File: src/hdl/cpuPkg.sv
package cpuPkg;

        localparam int dataW    = 32;
        localparam int regCount = 16;
        localparam int memWords = 128;
        localparam int regIdxW  = $clog2(regCount);
        localparam int memAddrW = $clog2(memWords);
        localparam int apbAddrW = 10;

        // APB byte address map
        localparam logic [apbAddrW-1:0] memBase   = 10'h000; // 128 words, 0x000-0x1FC
        localparam logic [apbAddrW-1:0] regBase   = 10'h200; // R0-R15, 0x200-0x23C
        localparam logic [apbAddrW-1:0] instrAddr = 10'h300; // Issue / last issued

        // Codes 3 and 4 (mul, div) are not implemented
        typedef enum logic [4:0] {
                opNop  = 5'd0,
                opAdd  = 5'd1,
                opSub  = 5'd2,
                opShr  = 5'd5,
                opShl  = 5'd6,
                opShra = 5'd7,
                opRor  = 5'd8,
                opRol  = 5'd9,
                opAnd  = 5'd10,
                opOr   = 5'd11,
                opNot  = 5'd12,
                opXor  = 5'd13,
                opNor  = 5'd14,
                opLd   = 5'd16,
                opSt   = 5'd17
        } opcodeE;

        typedef struct packed {
                logic [regIdxW-1:0] rc;
                logic [14:0]        rsvd;
        } regTailT;

        // Low 19 bits hold either rc or the constant c of ld/st
        typedef union packed {
                logic [18:0] c;
                regTailT     r;
        } instrTailT;

        typedef struct packed {
                opcodeE             op;   // [31:27]
                logic [regIdxW-1:0] ra;   // [26:23]
                logic [regIdxW-1:0] rb;   // [22:19]
                instrTailT          tail; // [18:0]
        } instrT;

        typedef struct packed {
                logic                psel;
                logic                penable;
                logic                pwrite;
                logic [apbAddrW-1:0] paddr;
                logic [dataW-1:0]    pwdata;
        } apbReqT;

        typedef struct packed {
                logic [dataW-1:0] prdata;
                logic             pready;
                logic             pslverr;
        } apbRspT;

        typedef struct packed {
                logic             valid;
                opcodeE           op;
                logic [dataW-1:0] a;
                logic [dataW-1:0] b;
        } aluReqT;

        typedef struct packed {
                logic             valid;
                logic             write;
                logic [dataW-1:0] base;
                logic [dataW-1:0] offset;
                logic [dataW-1:0] wdata;
        } memReqT;

        typedef struct packed {
                logic               valid;
                logic [regIdxW-1:0] index;
                logic [dataW-1:0]   data;
        } wbT;

endpackage
File: src/hdl/regFile.sv
`timescale 1ns/1ps

module regFile import cpuPkg::*; (
        input  logic               clk,
        input  logic               rstN,
        input  logic [regIdxW-1:0] rdIdxA,
        input  logic [regIdxW-1:0] rdIdxB,
        output logic [dataW-1:0]   rdA,
        output logic [dataW-1:0]   rdB,
        input  wbT                 wb
);

        logic [dataW-1:0] regs [regCount];

        // Both read ports are combinational
        assign rdA = regs[rdIdxA];
        assign rdB = regs[rdIdxB];

        // R0 is an ordinary register here
        always_ff @(posedge clk or negedge rstN) begin
                if (!rstN) begin
                        for (int i = 0; i < regCount; i++) begin
                                regs[i] <= '0;
                        end
                end else if (wb.valid) begin
                        regs[wb.index] <= wb.data;
                end
        end

endmodule

File: config.mk
export PLATFORM = sky130hd
export DESIGN_NAME = regFile
export DESIGN_NICKNAME = d
export VERILOG_FILES = /design/src/hdl/cpuPkg.sv /design/src/hdl/regFile.sv
export SDC_FILE = /design/constraint.sdc
export NUM_CORES = 1
export LEC_CHECK = 0
export ABC_CLOCK_PERIOD_IN_PS = 2900
export BUFFER_PORTS_ARGS = -buffer_cell sky130_fd_sc_hd__clkbuf_2
export CAP_MARGIN = 20
export CORE_AREA = 2 2 246 248
export DETAILED_ROUTE_END_ITERATION = 10
export DIE_AREA = 0 0 248 250
export GPL_TIMING_DRIVEN = 0
export PLACE_DENSITY_LB_ADDON = 0.2
export SETUP_SLACK_MARGIN = 0.02
export SLEW_MARGIN = 20
export SYNTH_ARGS = -nofsm -noshare
export SYNTH_HDL_FRONTEND = slang
export SYNTH_SLANG_ARGS = --single-unit
export TNS_END_PERCENT = 100
File: constraint.sdc
create_clock -name clk -period 2.9 [get_ports clk]
set_input_delay 0.29 -clock clk [delete_from_list [all_inputs] [get_ports clk]]
set_output_delay 0.29 -clock clk [all_outputs]
set_load 0.02 [all_outputs]
# Word level (Yosys, flattened, before mapping)
# Cells that the tools add are included.
[op_classes] magnitude_cmp=4 n_mux=9 bitwise=3 reduce_logical=1
[ops] operator="$bwmux W512" count=1
[ops] operator="$bmux W32 S4" count=2
[ops] operator="$mux W32" count=5
[ops] operator="$demux W32 S4" count=1
[ops] operator="$ge A5 B5 Y1 const B" count=3
[ops] operator="$not A4 Y5" count=3
[ops] operator="$lt A5 B1 Y1 const B" count=1
[ops] operator="$logic_and A1 B1 Y1" count=1
[totals] reg_bits=512 in_bits=47 out_inout_bits=64

# Logic depth before layout (Yosys ltp)
[depth] ltp_word=6 mapped_depth=5 depth_no_buf=3

# Least setup slack after synthesis
# OpenSTA, ideal clock, no wires.
[synth_timing] path_type="input port to output port" start="in rdIdxB[0]" end="out rdB[11]" arrival_ns=1.692 path_slack_ns=0.918 path_stages=5 n_path_buf=2 cell_sequence="buf_2 > buf_2 > mux4_2 > a22oi_1 > nand2_1"
[synth_between] elab_chain_len=4
[synth_lines] element="start: declaration" line_no="regFile.sv:7" text="input logic [regIdxW-1:0] rdIdxB,"
[synth_lines] element="$not A4 Y5 (not written as such)" line_no="regFile.sv:17" text="assign rdB = regs[rdIdxB];"
[synth_lines] element="$bmux W32 S4" line_no="regFile.sv:17"
[synth_lines] element="$mux W32 (not written as such) (2 in a row)" line_no="regFile.sv:17"
[synth_lines] element="end: declaration" line_no="regFile.sv:9" text="output logic [dataW-1:0] rdB,"
# No other way between the ends. The select of a mux whose other input is x is not followed.

# Worst setup path in the final report
[layout_timing] start="in rdIdxB[1]" end="out rdB[19]"
# Same word-level chain as after synthesis.

==> results.json <==
{
  "power.density_nw_per_um2": 748,
  "grt_max_degree": 90,
  "cts_tree": "done",
  "layout-drive-gt1-share": 0.552,
  "max-cap-violations": 0,
  "grt_usage": 0.264,
  "drt_iter0_markers": 1186,
  "ys_top_cells_by_area": "dfrtp_1 (48%), mux4_2 (22%), mux2_2 (21%), a22oi_1 (3.6%), buf_2 (1.3%)",
  "synthArstFlopShare": 1.00,
  "clockRootBuffer": "clkbuf_16",
  "avgSynthCellArea_um2": 15.8,
  "holdCritStartpoint": "wb[18]",
  "place_congestion": 0.837,
  "startpoint": "rdIdxB[1]",
  "grt_pass1_vias": 18261,
  "totalWireLength_mm": 79.4,
  "yosysWarnings": 0,
  "synth_cells": 1675,
  "vias": 16787,
  "fin_crit_ps": 2800,
  "die-area_um2": 62000,
  "num_rows": 90,
  "dp_hpwl_mm": 52.5,
  "synth_common_cells": "dfrtp_1 (512), mux2_2 (502), mux4_2 (256)",
  "die_h_um": 250,
  "drc": 0,
  "synth_edf_count": 0,
  "hold_slack_ps": 17.3,
  "clk_latency_ps": 610,
  "clkSlewWorstSetupHoldPaths_ps": 60,
  "status": "completed",
  "synth_flop_cell": "dfrtp_1",
  "multi_input_area_um2": 12900,
  "coreArea_um2": 59600,
  "vias_per_cell": 6.23,
  "yosysMostFrequentCell": "dfrtp_1",
  "rsz0062_at_grt": "false",
  "finalHoldViolations": 0,
  "ir_worst_vdd_v": 0.000473,
  "h-tree-depth": 2,
  "required_ps": 2610,
  "layout.nets": 1912,
  "worst-path-max-fanout": 10,
  "regArea_um2": 12800,
  "port_buffers": 106,
  "ys_seq_elements": 512,
  "max_slew_margin": 0.263,
  "ys_types": 18,
  "synthToLayoutAreaGrowth_pct": 14.5,
  "drv_slew": 0,
  "skew_ps": 0,
  "synth_nets": 1722,
  "nFillCells": 4973,
  "yosys.area.top_type": "dfrtp_1",
  "antenna_found_initial": 5,
  "ios": 111,
  "startpoint_type": "primary input",
  "crit_path_end_kind": "output pin",
  "yosysSeqAreaShare": 0.484,
  "final_util": 0.508,
  "drtAntennaViolNets": 0,
  "tightestPinTransition_ps": 1110,
  "setup_viol": 0,
  "cts_buffers": 57,
  "leakagePower_nw": 12.8,
  "hp-class": "in -> reg",
  "r2r-start": "regs[237]$_DFFE_PN0P_",
  "synth_top_area_frac": 0.484,
  "regMostFlops": "regs",
  "clock_path_buffers": 3,
  "fp.dieW_um": 248,
  "fin_setup_tns_ps": 0,
  "fin_crit_sh": 0.967,
  "fin_total_pwr_mw": 22.7,
  "grt-ovfl-total": 0,
  "grt_first_pass_wirelength_mm": 118,
  "worst_ep_arrival_time_ps": 2510,
  "top_regs": "regs x512",
  "syn_area_um2": 26500,
  "start_util": 0.444,
  "cts_sinks": 512,
  "firstDrtPassIters": 7,
  "largest_reg_flops": 512,
  "wire_per_inst_um": 29.5,
  "fmax_mhz": 357,
  "worstSetupPathType": "in -> out"
}
## report_power, final
part / leakage [nW] / switching [mW] / internal [mW] / total [mW]
logic: 5.53 / 2.15 / 3.11 / 5.26
registers: 6.28 / 1.16 / 8.82 / 9.99
clock network: 0.948 / 3.03 / 4.38 / 7.41
total: 12.8 / 6.35 / 16.3 / 22.7
## worst max-delay path, stage by stage
cell	delay, ps
clkbuf_1	580
clkbuf_1	760
mux4_2	420
a22oi_1	160
nand2_1	110
clkbuf_2	170
## cells by family (layout without fill, tap and decap cells)
| kind of cell | Yosys count | after routing | share of synthesized area |
|---|---|---|---|
| other cells | 0 | 2 | 0 |
| compound gates | 128 | 128 | 0.0363 |
| mux | 768 | 768 | 0.436 |
| buf+inv | 171 | 405 | 0.0278 |
| simple gates | 96 | 96 | 0.0157 |
| flops | 512 | 512 | 0.484 |
## cells in the final DEF (no fill, tap or decap), types with 4 or more instances in the layout
| cell type | count |
|---|---|
| a22oi_1 | 128 |
| buf_1 | 5 |
| buf_16 | 7 |
| buf_2 | 68 |
| bufinv_16 | 4 |
| clkbuf_1 | 88 |
| clkbuf_16 | 57 |
| clkbuf_2 | 123 |
| clkbuf_8 | 18 |
| clkinv_2 | 10 |
| dfrtp_1 | 512 |
| dlygate4sd3_1 | 18 |
| mux2_1 | 10 |
| mux2_2 | 502 |
| mux4_2 | 256 |
| nand2_1 | 66 |
| nand2b_1 | 4 |
| nor2_1 | 12 |
| nor2b_1 | 5 |
## through the flow
step	setup slack (ps)	cells	cell area, um^2
2_1_floorplan	918	1675	26500
3_3_place_gp	-10410	2563	28000
3_5_place_dp	-106	2570	28200
4_1_cts	20.7	2691	30300
5_1_grt	32.8	2693	30300
6_report	96.4	2693	30300
## layer usage
metal  vias up  wire length, um  GRT usage  share of wire
li1       6943                -          -              -
met1      9052            32700      0.353           0.41
met2       591            37200      0.408           0.47
met3       195             5990     0.0682          0.075
met4         6             3420      0.112          0.043
met5         -               40          0        0.00050
## path summary, 6_finish.rpt
check                      cells after the start  slack [ps]                     to
hold reg to reg                                1         510  regs[390]$_DFFE_PN0P_
min in group asynchronous                      2         200  regs[130]$_DFFE_PN0P_
setup reg to reg                               1        2090  regs[237]$_DFFE_PN0P_
max in group asynchronous                      6        1020  regs[215]$_DFFE_PN0P_
setup / recovery                               6         100                rdB[19]
hold / removal                                 2          20  regs[178]$_DFFE_PN0P_
## area by class of cell
class | count | share of cell area
well taps | 782 | 0.0323
plain buffers | 171 | 0.0252
clock buffers | 86 | 0.0563
multi-input cells | 992 | 0.426
flip-flops and latches | 512 | 0.423
repair buffers | 131 | 0.0301
diodes | 2 | 0.000165
clock inverters | 17 | 0.00649
## repair_timing
item | in CTS | in global routing
pin swaps | 0 | 0
gates resized for setup | 9 | 25
hold endpoints to repair | 128 | 0
hold buffers | 18 | 0
setup buffers | 0 | 0
endpoints found under the setup margin | 20 | 36
Note: power is estimated with default switching activity, not from simulation.
