`config.mk`:
```
export PLATFORM = sky130hd
export DESIGN_NAME = execCtrl
export DESIGN_NICKNAME = d
export VERILOG_FILES = /design/src/hdl/cpuPkg.sv /design/src/hdl/execCtrl.sv
export SDC_FILE = /design/constraint.sdc
export NUM_CORES = 1
export LEC_CHECK = 0
export BUFFER_PORTS_ARGS = -buffer_cell sky130_fd_sc_hd__buf_2
export CORE_AREA = 2 2 165 167
export CTS_CLUSTER_DIAMETER = 150
export CTS_CLUSTER_SIZE = 30
export DETAILED_ROUTE_END_ITERATION = 8
export DIE_AREA = 0 0 167 169
export SYNTH_ARGS = -nofsm -noshare
export SYNTH_HDL_FRONTEND = slang
export SYNTH_SLANG_ARGS = --single-unit
```
`constraint.sdc`:
```
create_clock -name clk -period 2.4 [get_ports clk]
set_input_delay 0.12 -clock clk [delete_from_list [all_inputs] [get_ports clk]]
set_output_delay 0.12 -clock clk [all_outputs]
set_load 0.05 [all_outputs]
```
`src/hdl/cpuPkg.sv`:
```
package cpuPkg;

        localparam int dataW    = 32;
        localparam int regCount = 16;
        localparam int memWords = 128;
        localparam int regIdxW  = $clog2(regCount);
        localparam int memAddrW = $clog2(memWords);
        localparam int apbAddrW = 10;

        // APB byte address map
        localparam logic [apbAddrW-1:0] memBase   = 10'h000; // 128 words, 0x000-0x1FC
        localparam logic [apbAddrW-1:0] regBase   = 10'h200; // R0-R15, 0x200-0x23C
        localparam logic [apbAddrW-1:0] instrAddr = 10'h300; // Issue / last issued

        // Codes 3 and 4 (mul, div) are not implemented
        typedef enum logic [4:0] {
                opNop  = 5'd0,
                opAdd  = 5'd1,
                opSub  = 5'd2,
                opShr  = 5'd5,
                opShl  = 5'd6,
                opShra = 5'd7,
                opRor  = 5'd8,
                opRol  = 5'd9,
                opAnd  = 5'd10,
                opOr   = 5'd11,
                opNot  = 5'd12,
                opXor  = 5'd13,
                opNor  = 5'd14,
                opLd   = 5'd16,
                opSt   = 5'd17
        } opcodeE;

        typedef struct packed {
                logic [regIdxW-1:0] rc;
                logic [14:0]        rsvd;
        } regTailT;

        // Low 19 bits hold either rc or the constant c of ld/st
        typedef union packed {
                logic [18:0] c;
                regTailT     r;
        } instrTailT;

        typedef struct packed {
                opcodeE             op;   // [31:27]
                logic [regIdxW-1:0] ra;   // [26:23]
                logic [regIdxW-1:0] rb;   // [22:19]
                instrTailT          tail; // [18:0]
        } instrT;

        typedef struct packed {
                logic                psel;
                logic                penable;
                logic                pwrite;
                logic [apbAddrW-1:0] paddr;
                logic [dataW-1:0]    pwdata;
        } apbReqT;

        typedef struct packed {
                logic [dataW-1:0] prdata;
                logic             pready;
                logic             pslverr;
        } apbRspT;

        typedef struct packed {
                logic             valid;
                opcodeE           op;
                logic [dataW-1:0] a;
                logic [dataW-1:0] b;
        } aluReqT;

        typedef struct packed {
                logic             valid;
                logic             write;
                logic [dataW-1:0] base;
                logic [dataW-1:0] offset;
                logic [dataW-1:0] wdata;
        } memReqT;

        typedef struct packed {
                logic               valid;
                logic [regIdxW-1:0] index;
                logic [dataW-1:0]   data;
        } wbT;

endpackage
```
`src/hdl/execCtrl.sv`:
```
`timescale 1ns/1ps

module execCtrl import cpuPkg::*; (
        input  logic               clk,
        input  logic               rstN,
        input  apbReqT             apbReq,
        output apbRspT             apbRsp,
        output aluReqT             aluReq,
        output memReqT             memReq,
        input  logic [dataW-1:0]   aluY,
        input  logic [dataW-1:0]   memQ,
        output logic [regIdxW-1:0] rdIdxA,
        output logic [regIdxW-1:0] rdIdxB,
        input  logic [dataW-1:0]   rdA,
        input  logic [dataW-1:0]   rdB,
        output wbT                 wb
);

        typedef enum logic [1:0] {sIdle, sMemRd, sExec, sWb} stateE;

        stateE               state;
        instrT               instrReg;   // Also read back at instrAddr
        instrT               newInstr;
        logic                setup, isMem, isReg, isInstr, opDefined, err;
        logic                isAluOp;
        logic [apbAddrW-1:0] memOff, regOff;
        logic [memAddrW-1:0] memIdx;
        logic [regIdxW-1:0]  regIdx;

        assign setup    = apbReq.psel && !apbReq.penable;
        assign newInstr = apbReq.pwdata;

        // Address decode
        assign memOff  = apbReq.paddr - memBase;
        assign regOff  = apbReq.paddr - regBase;
        assign memIdx  = memOff[memAddrW+1:2];
        assign regIdx  = regOff[regIdxW+1:2];
        assign isMem   = apbReq.paddr >= memBase && apbReq.paddr < memBase + memWords * 4;
        assign isReg   = apbReq.paddr >= regBase && apbReq.paddr < regBase + regCount * 4;
        assign isInstr = apbReq.paddr[apbAddrW-1:2] == instrAddr[apbAddrW-1:2];

        assign opDefined = newInstr.op inside {opNop, opAdd, opSub, opShr, opShl, opShra,
                                               opRor, opRol, opAnd, opOr, opNot, opXor,
                                               opNor, opLd, opSt};
        assign err = !(isMem || isReg || isInstr) ||
                     (isInstr && apbReq.pwrite && !opDefined);

        assign isAluOp = instrReg.op inside {opAdd, opSub, opShr, opShl, opShra, opRor,
                                             opRol, opAnd, opOr, opNot, opXor, opNor};

        always_comb begin
                // a = Rb; b = Rc, or Ra as store data
                rdIdxA = (state == sIdle) ? regIdx : instrReg.rb;
                rdIdxB = (instrReg.op == opSt) ? instrReg.ra : instrReg.tail.r.rc;
                aluReq       = '0;
                aluReq.op    = instrReg.op;
                aluReq.a     = rdA;
                aluReq.b     = rdB;
                memReq       = '0;
                wb           = '0;
                wb.index     = instrReg.ra;
                case (state)
                        sIdle: if (setup && !err) begin
                                if (isMem) begin  // Direct access, zero base
                                        memReq.valid  = 1'b1;
                                        memReq.write  = apbReq.pwrite;
                                        memReq.offset = dataW'(memIdx);
                                        memReq.wdata  = apbReq.pwdata;
                                end
                                if (isReg && apbReq.pwrite) begin
                                        wb.valid = 1'b1;
                                        wb.index = regIdx;
                                        wb.data  = apbReq.pwdata;
                                end
                        end
                        sExec: begin
                                aluReq.valid = isAluOp;
                                if (instrReg.op inside {opLd, opSt}) begin
                                        memReq.valid  = 1'b1;
                                        memReq.write  = instrReg.op == opSt;
                                        memReq.base   = (instrReg.rb == '0) ? '0 : rdA; // R0 base is zero
                                        memReq.offset = {{13{instrReg.tail.c[18]}}, instrReg.tail.c};
                                        memReq.wdata  = rdB;
                                end
                        end
                        sWb: begin
                                wb.valid = instrReg.op != opNop;
                                wb.data  = (instrReg.op == opLd) ? memQ : aluY;
                        end
                        default: ;
                endcase
        end

        // Response is registered, pready lasts one cycle
        always_ff @(posedge clk or negedge rstN) begin
                if (!rstN) begin
                        state    <= sIdle;
                        instrReg <= '0;
                        apbRsp   <= '0;
                end else begin
                        apbRsp.pready  <= 1'b0;
                        apbRsp.pslverr <= 1'b0;
                        case (state)
                                sIdle: if (setup) begin
                                        if (err) begin
                                                apbRsp.pready  <= 1'b1;
                                                apbRsp.pslverr <= 1'b1;
                                        end else if (isMem && !apbReq.pwrite) begin
                                                state <= sMemRd;
                                        end else if (isInstr && apbReq.pwrite) begin
                                                instrReg <= newInstr;
                                                state    <= sExec;
                                        end else begin
                                                apbRsp.pready <= 1'b1;
                                                if (!apbReq.pwrite) begin
                                                        apbRsp.prdata <= isReg ? rdA : instrReg;
                                                end
                                        end
                                end
                                sMemRd: begin
                                        apbRsp.prdata <= memQ;
                                        apbRsp.pready <= 1'b1;
                                        state         <= sIdle;
                                end
                                sExec: begin
                                        if (instrReg.op == opSt) begin // Store done once memory written
                                                apbRsp.pready <= 1'b1;
                                                state         <= sIdle;
                                        end else begin
                                                state <= sWb;
                                        end
                                end
                                sWb: begin
                                        apbRsp.pready <= 1'b1;
                                        state         <= sIdle;
                                end
                                default: state <= sIdle;
                        endcase
                end
        end

endmodule

```
## After elaboration in Yosys (flattened, before gate mapping)

Index checks and enable logic that the tools add are counted.

- Register bits: 68
- Input bits: 175

- Add/sub/neg operators: 1
- Magnitude comparators: 4
- Equal/unequal tests: 38
- Muxes and demuxes: 36
- Bitwise gates (word level): 2
- Reductions and logical operators: 28

Operators by type and width:

| operator | count |
|---|---|
| two-way mux 32 bit | 6 |
| one-hot mux 32 bit (2 select lines) | 2 |
| one-hot mux 64 bit (2 select lines) | 1 |
| two-way mux 98 bit | 1 |
| two-way mux 39 bit | 2 |
| two-way mux 37 bit | 2 |
| equality test 5 x 4 -> 1 bit, second input constant | 14 |
| two-way mux 33 bit | 2 |
| two-way mux 34 bit | 1 |
| equality test 5 x 3 -> 1 bit, second input constant | 6 |
| equality test 5 bit, second input constant | 4 |
| less-than comparator 10 bit, second input constant | 2 |
| nonzero test 15 bit | 1 |
| two-way mux 2 bit | 7 |
| two-way mux 4 bit | 3 |
| nonzero test 12 bit | 1 |
| equality test 5 x 1 -> 1 bit, second input constant | 2 |
| equality test 5 x 2 -> 1 bit, second input constant | 2 |
| greater-or-equal comparator 10 x 1 -> 1 bit, second input constant | 1 |
| greater-or-equal comparator 10 bit, second input constant | 1 |
| != test 2 bit, second input constant | 5 |
| equality test 8 bit, second input constant | 1 |
| logical AND 1 bit | 8 |
| one-hot mux 2 bit (3 select lines) | 1 |
| 20 further kinds | 33 |

## Longest topological paths before layout

Gate-level depths: netlist of the first run.

- Depth after elaboration: 10
- Depth in mapped cells: 8
- Depth with buffers taken out: 6

## Least setup slack after synthesis of the first run

No wires, ideal clock.

- Path type: reg-to-output
- From: reg instrReg, in the netlist aluReq[67]
- To: out wb[0] in the netlist's numbering
- Arrival: 2.589 ns
- Setup slack: -0.309 ns
- Stages on the path, launching flop included: 7
- Path through: dfrtp_1 > nor3_1 > and3b_1 > clkbuf_1 > buf_2 > mux2i_1 > o21ai_0

RTL lines:

| what | RTL line | text |
|---|---|---|
| from (decl) | execCtrl.sv:22 | `instrT instrReg;` |
| from (signal assigned) | execCtrl.sv:111 | `instrReg <= newInstr;` |
| to (decl) | execCtrl.sv:16 | `output wbT wb` |

## Worst setup path in the final report of the first run

- From: reg state[1]
- To: reg instrReg[8] in the netlist's numbering

- Longest elaborated chain between the ends: 2

RTL lines:

| what | RTL line | text |
|---|---|---|
| from (decl) | execCtrl.sv:21 | `stateE state;` |
| from (signal assigned) | execCtrl.sv:97 | `state <= sIdle;` |
| from (signal assigned) | execCtrl.sv:109 | `state <= sMemRd;` |
| from (signal assigned) | execCtrl.sv:123 | `state <= sIdle;` |
| logical NOT 2 bit | execCtrl.sv:103 | `case (state)` |
| AND reduction 5 bit (no source line) | - |  |

No other way between the ends.
A chain may end at the register's enable or synchronous reset.

==> impl_metrics.json, run 1 <==
{
  "ys_seq_area_frac": 0.300,
  "p_per_area_nw_per_um2": 661,
  "io_buffers": 419,
  "path_buf_inv": 3,
  "netlist_area_um2": 5660,
  "insertion_delay_ns": 0.34,
  "period_share": 0.990,
  "worst_slack_ns": 0.0228,
  "yosysUniqueCellTypes": 44,
  "grt_max_degree": 69,
  "crit_fanout": 16,
  "die_h_um": 169,
  "wl_per_cell_um": 22.0,
  "h-tree-depth": 3,
  "cts_tree": "yes",
  "crit_chain": "inv_2, ha_4, nand3b_1, buf_4, or4_4, nor3_4, buf_12, mux2_2",
  "ys.flop_type": "dfrtp_1",
  "start_util": 0.214,
  "fmax_ghz": 0.421,
  "r2r-start": "state[1]",
  "syn_inst": 611,
  "wl_mm": 28.7,
  "final_nets": 1137,
  "area_growth_pct": 57.2,
  "required_ns": 2.63,
  "grt_pass1_wl_mm": 38.7,
  "first_pass_iters": 5,
  "gp_congestion": 0.814,
  "dpl.hpwl_mm": 20.4,
  "cts_buffers": 9,
  "postRouteAntennaNets": 0,
  "core-area_um2": 26500,
  "fin_skew_ns": 0.00637,
  "hold_violations": 0,
  "cap_violations": 0,
  "leakagePower_nw": 4.23,
  "tightest_slew_ns": 0.957,
  "antenna_cells": 0,
  "grt_use_total": 0.184,
  "post-place-ws_ns": 0.128,
  "critical_path.startpoint": "state[1]",
  "crit_type": "reg2reg",
  "clk_path_buf_depth": 2,
  "hold_class": "in2reg",
  "startpoint_type": "flip-flop",
  "clockRootBuffer": "clkbuf_16",
  "drc": 0,
  "min_period_ns": 2.38,
  "cp_top_family": "simple AND/OR/NAND/NOR gates",
  "r2r_cells": 8,
  "critPathCapture": "instrReg[8]",
  "rows": 60,
  "yosysWarnings": 0,
  "timing.rr.end": "instrReg[8]",
  "path_clk_slew_ns": 0.06,
  "slowest_stage": "or4_4",
  "slew_headroom": 0.362,
  "slowest_delay_ns": 0.52,
  "syn_nets": 790,
  "die-area_um2": 28200,
  "drive_above_1_share": 0.598,
  "syn_avg_cell_area_um2": 9.27,
  "antenna_found_initial": 2,
  "die_x_um": 167,
  "crit_arrival_ns": 2.61,
  "io_pins": 422,
  "drtIter0Drc": 345,
  "max-vdd-ir-drop_mv": 0.450,
  "fill_cells": 2732,
  "num_vias": 6313,
  "synth_edf_count": 0,
  "final_cell_count_no_fill": 1302,
  "place_inst": 1275,
  "ys_ff_latch": 68,
  "ys_async_sr_fraction": 1.00,
  "vias_per_cell": 4.85,
  "setup_viol": 0,
  "grt.overflow.total": 0,
  "grt_pass1_vias": 6146,
  "outcome": "finished, final reports clean",
  "cts_sinks": 68,
  "finalMaxSlewViolations": 0,
  "worst-r2r-setup-slack_ns": 0.02,
  "crit_cells": 8,
  "endpoint_kind": "flip-flop"
}
[worst min path at each step]
stage                         start           to  slack (ns)  cells past startpoint
after floorplan                rstN   aluReq[64]       -0.18                      0
after global placement         rstN   apbRsp[26]        0.32                      1
after detailed placement       rstN   apbRsp[26]        0.33                      1
after CTS                 apbReq[6]  instrReg[6]        0.02                      2
after global routing      apbReq[5]  instrReg[5]        0.03                      2
final                     apbReq[6]  instrReg[6]        0.04                      2
[through the flow]
stage	cell area, um^2	TNS, ns	hold slack, ns	util	power, mW
after floorplan	5780	0	-0.176	-	3.69
after global placement	7990	0	0.324	0.301	4.57
after detailed placement	7990	0	0.330	0.301	4.60
after CTS	8600	0	0.0209	0.325	5.92
after global routing	8900	-0.117	0.0324	0.336	6.15
final	8900	0	0.0410	0.336	5.88
[where the power goes]
group	switching (mW)	internal [mW]
Sequential	0.156	1.44
Clock	0.540	0.712
Combinational	2.19	0.844
[registers in the layout, summed over array words and instances (netlist names)]
register / flops
apbRsp: 34
instrReg: 27
aluReq: 5
state: 2
[cells in the final DEF, fill, tap and decap left out, types with 3 or more instances in the layout]
master,n
nand2_1,66
o21a_1,32
nor2_1,3
clkinv_2,3
mux2_2,44
buf_6,51
o311ai_0,32
buf_2,329
nand2b_1,4
o21ai_0,6
dfrtp_1,67
clkbuf_4,9
clkbuf_16,12
buf_12,20
and2_1,43
buf_4,52
o21ai_2,31
mux2i_1,63
nor3_2,3
a22o_1,40
[metal layers]
metal / GRT usage / wire length (um)
met2: 0.332 / 14500
met3: 0.0351 / 1720
met5: 0 / 0
met4: 0.0622 / 752
met1: 0.219 / 11700
[timing repair]
| item | 4_1_cts | 5_1_grt |
|---|---|---|
| setup endpoints to repair | 72 | 98 |
| gates cloned | 1 | 4 |
| pin swaps | 1 | 2 |
| setup buffers | 3 | 4 |
| endpoints found under the hold margin | 68 | 0 |
| resized for setup | 108 | 58 |
| hold buffers | 1 | 0 |
[worst register-to-register path, delay by kind of cell, from the launching register on]
family	cells	cell delay (ns)
buffers and inverters	3	0.47
adder cells (fa/ha/maj)	1	0.14
multiplexers	1	0.37
flip-flops	1	0.41
AND/OR/NAND/NOR	3	0.89
[final cells by class]
cell class                 instances  area [um^2]  share of cell area
inverter                           4         15.0             0.00169
timing repair buffer             465         3160               0.355
multi-input combinational        410         3340               0.375
tap                              341          427              0.0479
clock buffer                      11          243              0.0273
clock inverter                     3         15.0             0.00169
sequential                        68         1700               0.191
[cell usage after synthesis, types with 3 or more instances]
| cell type | n | area share |
|---|---|---|
| nand2_1 | 66 | 0.044 |
| ha_1 | 4 | 0.0088 |
| a22o_1 | 40 | 0.062 |
| and2_1 | 45 | 0.050 |
| clkbuf_1 | 37 | 0.025 |
| mux2i_1 | 64 | 0.11 |
| nand2b_1 | 5 | 0.0055 |
| mux2_2 | 44 | 0.087 |
| buf_4 | 82 | 0.11 |
| inv_1 | 4 | 0.0027 |
| o21a_1 | 32 | 0.042 |
| nor3_1 | 4 | 0.0035 |
| o311ai_0 | 32 | 0.049 |
| o21ai_0 | 38 | 0.034 |
| nor2_1 | 4 | 0.0027 |
| dfrtp_1 | 68 | 0.30 |
| buf_2 | 7 | 0.0062 |
| buf_6 | 3 | 0.0060 |
[cell families after synthesis]
| logic type | share of synthesized area |
|---|---|
| compound gates | 0.205 |
| xor+xnor | 0.00155 |
| fa+ha+maj | 0.00884 |
| buf+inv | 0.148 |
| flops | 0.300 |
| mux | 0.203 |
| simple gates | 0.134 |
No activity file was read; power rests on OpenSTA's default activity.
==> run 2: changes to the inputs <==
Settings changed: ABC_AREA set to 1.
==> run 2 against run 1 <==
Flip-flop and latch count is the same; wire length grew 11%; count of clock-buffer cells in the layout grew 1; critical path type is now reg2out.
==> impl_metrics.json, run 2 <==
{
  "final_common_cell": "buf_2",
  "clockRootBuffer": "clkbuf_16",
  "yosysWarnings": 0,
  "regMostFlops": "apbRsp",
  "fin_area_um2": 9040,
  "tightest_slew_ns": 0.953,
  "synth_commonest_cells": "308 x nand2_1, 210 x nor2_1, 88 x buf_4, 88 x o21ai_0, 84 x inv_1",
  "startpoint_type": "flip-flop",
  "synth.most_common_cell": "nand2_1",
  "setup_viol": 0,
  "endpoint_kind": "output port",
  "final_nets": 1558,
  "grt_max_degree": 69,
  "mostFrequentLayoutCells": "391 x buf_2, 307 x nand2_1, 193 x nor2_1, 88 x o21ai_0, 80 x inv_1",
  "h-tree-depth": 3,
  "cts_sinks": 68,
  "yosysUniqueCellTypes": 31,
  "insertion_delay_ns": 0.34,
  "hold_class": "in2reg",
  "io_pins": 422,
  "start_util": 0.240,
  "busiest_layer": "met2",
  "outcome": "finished, final reports clean",
  "vias_per_cell": 4.64,
  "rows": 60,
  "syn_avg_cell_area_um2": 6.01,
  "slowest_stage": "dfrtp_1",
  "drive_above_1_share": 0.376,
  "gp_congestion": 0.903,
  "ys_seq_area_frac": 0.268,
  "first_pass_iters": 5,
  "postRouteAntennaNets": 0,
  "io_buffers": 419,
  "required_ns": 2.28,
  "grt_use_total": 0.214,
  "die_h_um": 169,
  "grt.overflow.total": 0,
  "ys_ff_latch": 68,
  "ys.flop_type": "dfrtp_1",
  "netlist_area_um2": 6350,
  "rsz0062_at_grt": "true",
  "period_share": 0.963,
  "use_met1": 0.289,
  "path_clk_slew_ns": 0.06,
  "core-area_um2": 26500,
  "slowest_delay_ns": 0.40,
  "path_buf_inv": 5,
  "drtIter0Drc": 591,
  "largest_register_ffs": 34,
  "crit_type": "reg2out",
  "antenna_found_initial": 4,
  "synth_edf_count": 0,
  "fmax_ghz": 0.433,
  "cp_top_family": "buffers and inverters",
  "slew_headroom": 0.364,
  "wl_per_cell_um": 18.5,
  "grt_pass1_vias": 7402,
  "clk_path_buf_depth": 2,
  "cap_violations": 0,
  "grt_pass1_wl_mm": 45.5,
  "max-vdd-ir-drop_mv": 0.614,
  "synth_top_area_share": 0.268,
  "p_total_mw": 7.24,
  "hold_violations": 0,
  "syn_inst": 1057,
  "num_vias": 8019,
  "die-area_um2": 28200,
  "dpl.hpwl_mm": 25.7,
  "cts_tree": "yes",
  "area_growth_pct": 42.3,
  "min_period_ns": 2.31,
  "ys_async_sr_fraction": 1.00,
  "yosys.area.top_type": "dfrtp_1",
  "syn_nets": 1236,
  "use_met2": 0.357,
  "fin_skew_ns": 0.0109,
  "die_x_um": 167,
  "leakagePower_nw": 5.17,
  "wl_mm": 32.0,
  "cts_buffers": 9,
  "synth_area_leaders": "dfrtp_1 27%, nand2_1 18%, nor2_1 12%",
  "crit_chain": "buf_4, ha_1, inv_1, nor3_4, inv_1, buf_4, o21ai_0, buf_2",
  "drc": 0,
  "finalMaxSlewViolations": 0,
  "p_per_area_nw_per_um2": 801,
  "crit_arrival_ns": 2.19,
  "use_met3": 0.0208,
  "crit_fanout": 12,
  "placed_area_um2": 8460
}
[run 2: layer usage]
layer / vias up / routed length, um
met5: - / 0
met4: 0 / 586
met3: 27 / 1790
met2: 353 / 15500
met1: 3722 / 14100
li1: 3917 / -
[run 2: worst reg2reg max path: stages (launching register included)]
cell	delay, ns
dfrtp_1	0.41
inv_2	0.08
ha_2	0.21
buf_6	0.27
inv_1	0.14
nor2_1	0.20
a211oi_2	0.08
nand2_4	0.09
buf_4	0.32
nand2_1	0.12
nand2_1	0.08
[run 2: report_power, final]
group / switching (mW) / internal [mW]
Combinational: 3.12 / 1.00
Clock: 0.511 / 0.991
Sequential: 0.163 / 1.45
Total: 3.80 / 3.44
[run 2: cell type report]
class | count | area, um^2
fillers | 2975 | 17500
multi-input cells | 753 | 3470
repair buffers | 461 | 2780
flip-flops and latches | 68 | 1700
well taps | 341 | 427
inverters | 86 | 323
clock buffers | 12 | 267
clock inverters | 4 | 70.1
diodes | 4 | 10.0
[run 2: worst paths after layout]
kind                       startpoint  cells past startpoint     endpoint  slack, ns
max                          state[1]                      8   memReq[37]       0.09
min                         apbReq[6]                      3  instrReg[6]       0.06
max reg2reg                  state[1]                     10    apbRsp[4]       0.34
min reg2reg                apbRsp[27]                      2   apbRsp[27]       0.47
max in group asynchronous        rstN                      2   aluReq[65]       1.26
min in group asynchronous        rstN                      2   apbRsp[24]       0.48
[run 2: cells by family (layout without fill, tap and decap cells)]
logic type      Yosys count  after routing  synth area share
simple gates            584            585             0.376
buf+inv                 237            563             0.203
compound gates          164            164             0.145
flops                    68             68             0.268
fa+ha+maj                 4              4           0.00788
other cells               0              4                 0
[run 2: timing repair]
action	in CTS	in global routing
cloned	0	3
setup endpoints to repair	18	56
hold buffers	1	0
pin swaps	0	4
gates resized for setup	11	39
buffers inserted	0	7
endpoints found under the hold margin	68	0
[run 2: per-stage QoR]
stage                     hold slack, ns  worst slack (ns)  instances  utilization  TNS [ns]
after CTS                         0.0476           0.00405       1715        0.333         0
after global placement             0.320             0.322       1698        0.319         0
after detailed placement           0.329             0.287       1698        0.319         0
after floorplan                   -0.176            -0.165       1057            -    -0.660
after global routing              0.0583           -0.0594       1729        0.341    -0.169
final                             0.0646            0.0886       1729        0.341         0
